### src/wiscPkg.sv
// WISC core shared types
package wiscPkg;

    // Instructions, data and addresses are all one word wide
    typedef logic [15:0] wordT;

    // Index into the eight-entry register file
    typedef logic [2:0] regIdxT;

    // Opcode field, bits 15:11 of every instruction
    typedef enum logic [4:0] {
        opHalt = 5'b00000,
        opNop  = 5'b00001,
        opJ    = 5'b00100,
        opAddi = 5'b01000,
        opBeqz = 5'b01100,
        opSt   = 5'b10000,
        opLd   = 5'b10001,
        opAlu  = 5'b11011
    } opcodeT;

    // ALU functions; SUB computes Rt - Rs and ANDN computes Rs & ~Rt
    typedef enum logic [2:0] {
        aluAdd,
        aluSub,
        aluXor,
        aluAndn,
        aluPass
    } aluOpT;

    // Bubble inserted by the hazard unit
    localparam wordT nopInst = {5'b00001, 11'b0};

endpackage

### src/fetchUnit.sv
// Instruction fetch
`timescale 1ns/1ps
module fetchUnit (
    input  logic          clk,
    input  logic          rst,
    input  logic          run,
    input  logic          gntI,
    input  wiscPkg::wordT memRdata,
    output logic          iReq,
    output wiscPkg::wordT iAddr,
    input  logic          pcNop,
    input  logic          redirect,
    input  wiscPkg::wordT redirectPc,
    output wiscPkg::wordT fetchInst,
    output logic          fetchValid,
    output wiscPkg::wordT fetchPc
);
    wiscPkg::wordT pc;
    wiscPkg::wordT instReg;
    logic          valid;
    logic          pending;

    // Hold off a new read in the cycle the PC is being redirected
    assign iReq       = run && !valid && !pending && !redirect;
    assign iAddr      = pc;
    assign fetchInst  = valid ? instReg : wiscPkg::nopInst;
    assign fetchValid = valid;
    assign fetchPc    = pc;

    always_ff @(posedge clk) begin
        if (rst) begin
            pc      <= '0;
            valid   <= 1'b0;
            pending <= 1'b0;
        end else if (redirect) begin
            // Drops any fall-through instruction held or in flight
            pc      <= redirectPc;
            valid   <= 1'b0;
            pending <= 1'b0;
        end else begin
            pending <= gntI;
            if (pending) begin
                valid <= 1'b1;
            end else if (valid && !pcNop) begin
                valid <= 1'b0;
                pc    <= pc + 16'd1;
            end
        end
    end

    always_ff @(posedge clk) begin
        if (pending) begin
            instReg <= memRdata;
        end
    end

endmodule

### config.mk
export PLATFORM = sky130hd
export DESIGN_NAME = fetchUnit
export DESIGN_NICKNAME = d
export VERILOG_FILES = /design/src/wiscPkg.sv /design/src/fetchUnit.sv
export SDC_FILE = /design/constraint.sdc
export NUM_CORES = 1
export LEC_CHECK = 0
export BUFFER_PORTS_ARGS = -buffer_cell sky130_fd_sc_hd__buf_4
export CAP_MARGIN = 5
export CORE_MARGIN = 2
export CORE_UTILIZATION = 41
export DETAILED_ROUTE_END_ITERATION = 8
export GPL_TIMING_DRIVEN = 0
export PLACE_DENSITY_LB_ADDON = 0.12
export SYNTH_ARGS = -nofsm -noshare
export SYNTH_HDL_FRONTEND = slang
export SYNTH_SLANG_ARGS = --single-unit
### constraint.sdc
create_clock -name clk -period 1.8 [get_ports clk]
set_input_delay 0.27 -clock clk [delete_from_list [all_inputs] [get_ports clk]]
set_output_delay 0.27 -clock clk [all_outputs]
set_load 0.005 [all_outputs]
==> run_results.csv, run 1 <==
group,metric,value,unit
placement,dp_cells,300,
cells_and_area,drive_gt1_share,47.3,%
synth,yosysWarningCount,0,
die,initial_utilization,43.0,%
sta,tightestPinTransition,0.521,ns
detailed_routing,wirelength,4140,um
die,num_rows,23,
die,core,0.00403,mm^2
global_route,antenna_found_initial,0,
clocking,clkTransAtPathRegs,0.07,ns
sta,fin_skew,0.00330,ns
worst_setup_path,cpPeakStageDelay,0.50,ns
cells_and_area,areaGrowthSynthToFinish,46.8,%
worst_setup_path,slowest_stage,"dfxtp_1",
sta,hold_ws,0.163,ns
worst_setup_path,end_kind,"flip-flop",
detailed_routing,routedWlPerCell,13.4,um
cells_and_area,regArea,847,um^2
clocking,clockRootBuffer,"clkbuf_8",
worst_setup_path,path_cells,"nand4_2 -> nor4_4 -> nor3_1 -> a2111oi_2",
synth,yosysTopAreaCell,"edfxtp_1",
worst_setup_path,required,1.98,ns
global_route,grt_pass1_wl,6130,um
worst_setup_path,regToRegSetupSlack,0.09,ns
worst_setup_path,worst-setup-path-type,"reg2reg",
synth,syn_area,0.00173,mm^2
clocking,clock-sinks,34,
worst_setup_path,cp_max_fo,8,
cells_and_area,mostFrequentLayoutCell,"buf_4",
global_route,grt-ovfl-total,0,
outcome,status,"finished, final reports clean",
placement,portBuffers,85,
run,maxCapViolations,0,
cells_and_area,final_cells,310,
sta,fmax,0.585,GHz
clocking,clockBufferDepth,2,
die,io_pins,88,
sta,finalHoldViolCount,0,
worst_setup_path,worstReg2RegStart,"fetchPc[3]$_SDFFE_PP0P_",
detailed_routing,first_pass_iters,4,
clocking,cts_buffers,5,
synth,synth_edf_count,16,
synth,synthDominantCellAreaShare,27.7,%
die,die_h,69.0,um
worst_setup_path,path_depth,4,
power,powerDensity,664,mW/mm^2
clocking,cts_tree,"built",
synth,synth_cell_types,39,
worst_setup_path,cp_top_family,"simple AND/OR/NAND/NOR gates",
worst_setup_path,r2r_end,"fetchPc[11]$_SDFFE_PP0P_",
die,dieArea,0.00476,mm^2
sta,rsz0062_at_grt,"false",
placement,gp_congestion,0.779,
synth,synth-seq-area-share,48.6,%
sta,period_share,94.9,%
synth,syn_nets,204,
synth,yosys-top-cells-area,"edfxtp_1, dfxtp_1, buf_4, and2_1, xnor2_1",
synth,synthArstFlopShare,0,%
detailed_routing,drc,0,
worst_setup_path,critPathLaunchType,"flip-flop",
die,fp.dieW,69.0,um
worst_setup_path,rr_worst_depth,4,
detailed_routing,ant_nets,0,
sta,finalCriticalPeriod,1.71,ns
sta,slew_viol_final,0,
cells_and_area,antenna_cells,0,
synth,synth.avg_cell_area,10.5,um^2
synth,synth-seq-cells,34,
global_route,grt_pass1_vias,1320,
synth,ys_dominant_reg_cell,"dfxtp_1",
worst_setup_path,startpoint,"fetchPc[3]$_SDFFE_PP0P_",
detailed_routing,drt-initial-drc-count,61,
cells_and_area,mostFrequentLayoutCells,"buf_4, and2_1, edfxtp_1",
sta,setup_viol,0,
synth,synthCells,165,
clocking,clock_latency,0.28,ns
power,vdd_drop_max,0.308,mV
worst_hold_path,holdCritPathClass,"in2reg",
detailed_routing,via_per_inst,4.91,
clocking,htree_levels,2,
worst_setup_path,critPathArrivalTime,1.89,ns
worst_setup_path,crit_buf_inv,0,
power,power.leakage,1.13,nW
cells_and_area,nFillCells,353,
detailed_routing,via_count,1521,
worst_setup_path,critPathCapture,"fetchPc[11]$_SDFFE_PP0P_",
global_route,grt_usage,18.0,%
cells_and_area,nNetsFinal,298,
cells_and_area,multi_input_area,733,um^2
sta,maxSlewHeadroom,65.3,%
placement,dpl.hpwl,3110,um
global_route,grt_max_degree,22,
sequential cells by signal (all words and copies together), names as in the netlist:
name        flops
fetchPc        16
pending         1
instReg        16
fetchValid      1
area by class of cell:
| type | count | area share [%] |
|---|---|---|
| multi-input cells | 104 | 28.8 |
| well taps | 50 | 2.46 |
| inverters | 2 | 0.295 |
| flip-flops and latches | 34 | 33.3 |
| repair buffers | 87 | 25.7 |
| clock inverters | 2 | 0.344 |
| plain buffers | 25 | 6.20 |
| clock buffers | 6 | 2.85 |
worst min-delay path by stage:
stage / startpoint / to / cells after the start
global route: memRdata[1] / instReg[1]$_DFFE_PP_ / 1
CTS: memRdata[9] / instReg[9]$_DFFE_PP_ / 1
detailed placement: memRdata[9] / instReg[9]$_DFFE_PP_ / 1
floorplan: memRdata[0] / instReg[0]$_DFFE_PP_ / 0
global placement: memRdata[1] / instReg[1]$_DFFE_PP_ / 1
finish: memRdata[9] / instReg[9]$_DFFE_PP_ / 1
cells in the mapped netlist (2+ instances only):
cell,instances
nor4_1,2
xor2_1,3
mux2i_1,4
a21oi_1,2
a211oi_1,7
buf_4,16
nor4b_1,2
dfxtp_1,18
buf_2,2
o21ai_0,4
edfxtp_1,16
and3_1,2
nand4_1,6
or3_1,2
a311oi_1,2
nand2_1,6
nor4_4,2
and2_1,16
xnor2_1,8
nand3_1,4
clkbuf_1,6
nor3_1,5
nor2_1,14
through the flow:
step                      TNS, ns  area [um^2]  setup WS [ns]  total power, mW  utilization, %
after floorplan                 0         1730         0.0950             1.02               -
after global placement     -0.128         2430        -0.0809             1.18            60.4
after detailed placement   -0.114         2430        -0.0758             1.18            60.4
after CTS                       0         2520        0.00704             1.71            62.6
after global routing            0         2540        0.00414             1.78            63.1
final                           0         2540         0.0912             1.69            63.1
where the power goes:
part           switching [mW]  total, mW  internal, mW  leakage (nW)
combinational          0.0912      0.265         0.174         0.787
sequential             0.0497      0.897         0.847         0.297
clock                   0.259      0.525         0.265        0.0426
total                   0.400       1.69          1.29          1.13
per-layer routing:
metal	track usage (%)	wire length, um
met4	6.62	58
met3	6.49	351
met2	30.3	2050
met5	0	0
met1	21.1	1680
repair_timing:
item / in CTS / in global routing
endpoints found under the hold margin: 0 / 0
resized for setup: 2 / 4
pin swaps: 1 / 2
setup buffers: 0 / 2
hold buffers: 0 / 0
setup endpoints to repair: 2 / 14
gates cloned: 0 / 0
kinds of logic (layout without fill, tap and decap cells):
group	count (synthesis)	after routing	synth area share, %
simple gates	69	69	24.9
flops	34	34	48.6
xor+xnor	11	11	5.56
fa+ha+maj	1	1	0.722
compound gates	19	19	8.45
buf+inv	27	122	9.46
mux	4	4	2.31
worst register-to-register path: stages (launching register included):
cell and delay (ns):
dfxtp_1 0.50, nand4_2 0.33, nor4_4 0.41, nor3_1 0.10, a2111oi_2 0.27
Note: power is estimated with default switching activity, not from simulation.
==> run 2, diff against run 1 <==
--- a/config.mk
+++ b/config.mk
@@ -5,11 +5,11 @@
 export SDC_FILE = /design/constraint.sdc
 export NUM_CORES = 1
 export LEC_CHECK = 0
-export BUFFER_PORTS_ARGS = -buffer_cell sky130_fd_sc_hd__buf_4
 export CAP_MARGIN = 5
 export CORE_MARGIN = 2
-export CORE_UTILIZATION = 41
+export CORE_UTILIZATION = 56
 export DETAILED_ROUTE_END_ITERATION = 8
+export DONT_BUFFER_PORTS = 1
 export GPL_TIMING_DRIVEN = 0
 export PLACE_DENSITY_LB_ADDON = 0.12
 export SYNTH_ARGS = -nofsm -noshare
==> run 2 against run 1 <==
Effect of this change:
- count of clock-buffer cells in the layout stayed put
- sequential share of layout area is 12 points higher
- maximum frequency is 2.8% lower
- flip-flop and latch count stayed put
- register-to-register slack worse by 0.05 ns
- die area is 25% lower
- utilization is 0.27 points higher
- via count is 15% lower
- largest power group unchanged
==> run_results.csv, run 2 (same netlist as run 1, synthesis figures left out) <==
group,metric,value,unit
worst_setup_path,startpoint,"fetchValid$_SDFFE_PP0P_",
detailed_routing,drt-initial-drc-count,47,
placement,dpl.hpwl,2710,um
detailed_routing,routedWlPerCell,18.5,um
die,io_pins,88,
run,maxCapViolations,0,
worst_setup_path,end_kind,"flip-flop",
cells_and_area,mostFrequentLayoutCell,"buf_4",
sta,maxSlewHeadroom,65.2,%
clocking,htree_levels,2,
cells_and_area,fin_area,0.00190,mm^2
placement,portBuffers,0,
worst_setup_path,r2r_end,"fetchPc[11]$_SDFFE_PP0P_",
worst_setup_path,path_cells,"or3b_4 -> buf_6 -> nor4_4 -> nor3_1 -> a2111oi_2",
detailed_routing,first_pass_iters,4,
power,power.combinational.fraction,9.9,%
die,fp.dieW,59.6,um
cells_and_area,antenna_cells,0,
power,clockPowerShare,27.5,%
sta,fmax,0.569,GHz
worst_setup_path,critPathArrivalTime,1.98,ns
clocking,clockRootBuffer,"clkbuf_4",
cells_and_area,final_cells,211,
worst_setup_path,critPathLaunchType,"flip-flop",
sta,rsz0062_at_grt,"true",
clocking,cts_buffers,5,
clocking,clock-sinks,34,
worst_setup_path,regToRegSetupSlack,0.04,ns
placement,place_ws,-0.129,ns
cells_and_area,areaGrowthSynthToFinish,9.90,%
clocking,holdBufCountCts,0,
detailed_routing,ant_nets,0,
worst_setup_path,required,2.02,ns
cells_and_area,drive_gt1_share,25.3,%
cells_and_area,mostFrequentLayoutCells,"buf_4, and2_1, edfxtp_1",
sta,slew_viol_final,0,
placement,dp_cells,198,
placement,gp_congestion,0.812,
global_route,grt_pass1_wl,5550,um
clocking,clkTransAtPathRegs,0.10,ns
clocking,clockBufferDepth,2,
global_route,antenna_found_initial,0,
clocking,clock_latency,0.33,ns
sta,finalCriticalPeriod,1.76,ns
power,power_frac_seq,62.7,%
worst_setup_path,slowest_stage,"a2111oi_2",
die,initial_utilization,57.7,%
detailed_routing,via_per_inst,6.12,
detailed_routing,drc,0,
power,vdd_drop_max,0.382,mV
worst_setup_path,rr_worst_depth,5,
global_route,grt_max_degree,13,
die,die_h,59.6,um
cells_and_area,utilization,63.4,%
power,power.leakage,0.705,nW
worst_setup_path,critPathCapture,"fetchPc[11]$_SDFFE_PP0P_",
sta,finalHoldViolCount,0,
power,powerDensity,752,mW/mm^2
worst_setup_path,worst-setup-path-type,"reg2reg",
outcome,status,"finished, final reports clean",
cells_and_area,nNetsFinal,216,
global_route,grt_pass1_vias,1230,
die,dieArea,0.00355,mm^2
die,num_rows,20,
power,sw_frac_of_total,25.8,%
placement,postPlaceCellArea,0.00177,mm^2
worst_hold_path,holdCritPathClass,"in2reg",
clocking,cts_tree,"built",
sta,tightestPinTransition,0.523,ns
power,p_switching,0.369,mW
global_route,grt-ovfl-total,0,
detailed_routing,via_count,1292,
sta,fin_skew,0.00510,ns
sta,setup_viol,0,
worst_setup_path,worstReg2RegStart,"fetchValid$_SDFFE_PP0P_",
power,internal_power,1.06,mW
global_route,grt_usage,21.5,%
sta,layout_setup_ws,0.0427,ns
sta,period_share,97.6,%
detailed_routing,wirelength,3910,um
die,core,0.00300,mm^2
worst_setup_path,cpPeakStageDelay,0.39,ns
worst_setup_path,cp_max_fo,5,
[run 2: changes by cell type in the layout (fill, tap and decap cells not counted), sizes merged]
cell,before,now
buf,106,24
[run 2: repair_timing]
item / 4_1_cts / 5_1_grt
buffers inserted: 1 / 4
pin swaps: 1 / 5
endpoints found under the setup margin: 4 / 14
gates resized for setup: 3 / 11
[run 2: power groups by stage]
stage	sequential [mW]	clock, mW	combinational [mW]
finish	0.897	0.393	0.141
global route	0.903	0.437	0.154
detailed placement	0.919	0	0.131
CTS	0.898	0.409	0.136
floorplan	0.904	0	0.111
global placement	0.916	0	0.127
[run 2: layer usage]
| metal | part of all wire [%] | GRT usage (%) |
|---|---|---|
| met5 | 0 | 0 |
| met4 | 1.7 | 11.1 |
| met3 | 10 | 10.0 |
| met2 | 49 | 35.0 |
| met1 | 39 | 23.3 |
[run 2: cell type report]
| class | count | area [um^2] |
|---|---|---|
| fillers | 248 | 1100 |
| repair buffers | 5 | 37.5 |
| well taps | 33 | 41.3 |
| flip-flops and latches | 34 | 853 |
| multi-input cells | 104 | 751 |
| clock inverters | 2 | 8.76 |
| clock buffers | 6 | 41.3 |
| inverters | 2 | 7.51 |
| plain buffers | 25 | 163 |
[run 2: per-stage QoR]
stage                     hold slack (ns)  TNS [ns]  power (mW)
final                              0.0284         0        1.43
after detailed placement            0.369    -0.187        1.05
after floorplan                     0.369         0        1.02
after global placement              0.369   -0.0442        1.04
after CTS                          0.0190         0        1.44
after global routing              0.00590    -0.116        1.49
[run 2: critical path: cells and delay by family, from the launching register on]
kind            cells  cell delay (ns)
compound gates      1             0.39
buf+inv             1             0.15
flops               1             0.38
simple gates        3             0.73
[run 2: worst min path at each step]
stage,start,endpoint,slack (ns),cells after the start
finish,memRdata[14],instReg[14]$_DFFE_PP_,0.03,0
global route,memRdata[15],instReg[15]$_DFFE_PP_,0.006,0
CTS,memRdata[10],instReg[10]$_DFFE_PP_,0.02,0
detailed placement,memRdata[4],instReg[4]$_DFFE_PP_,0.37,0
global placement,memRdata[10],instReg[10]$_DFFE_PP_,0.37,0
floorplan,memRdata[0],instReg[0]$_DFFE_PP_,0.37,0
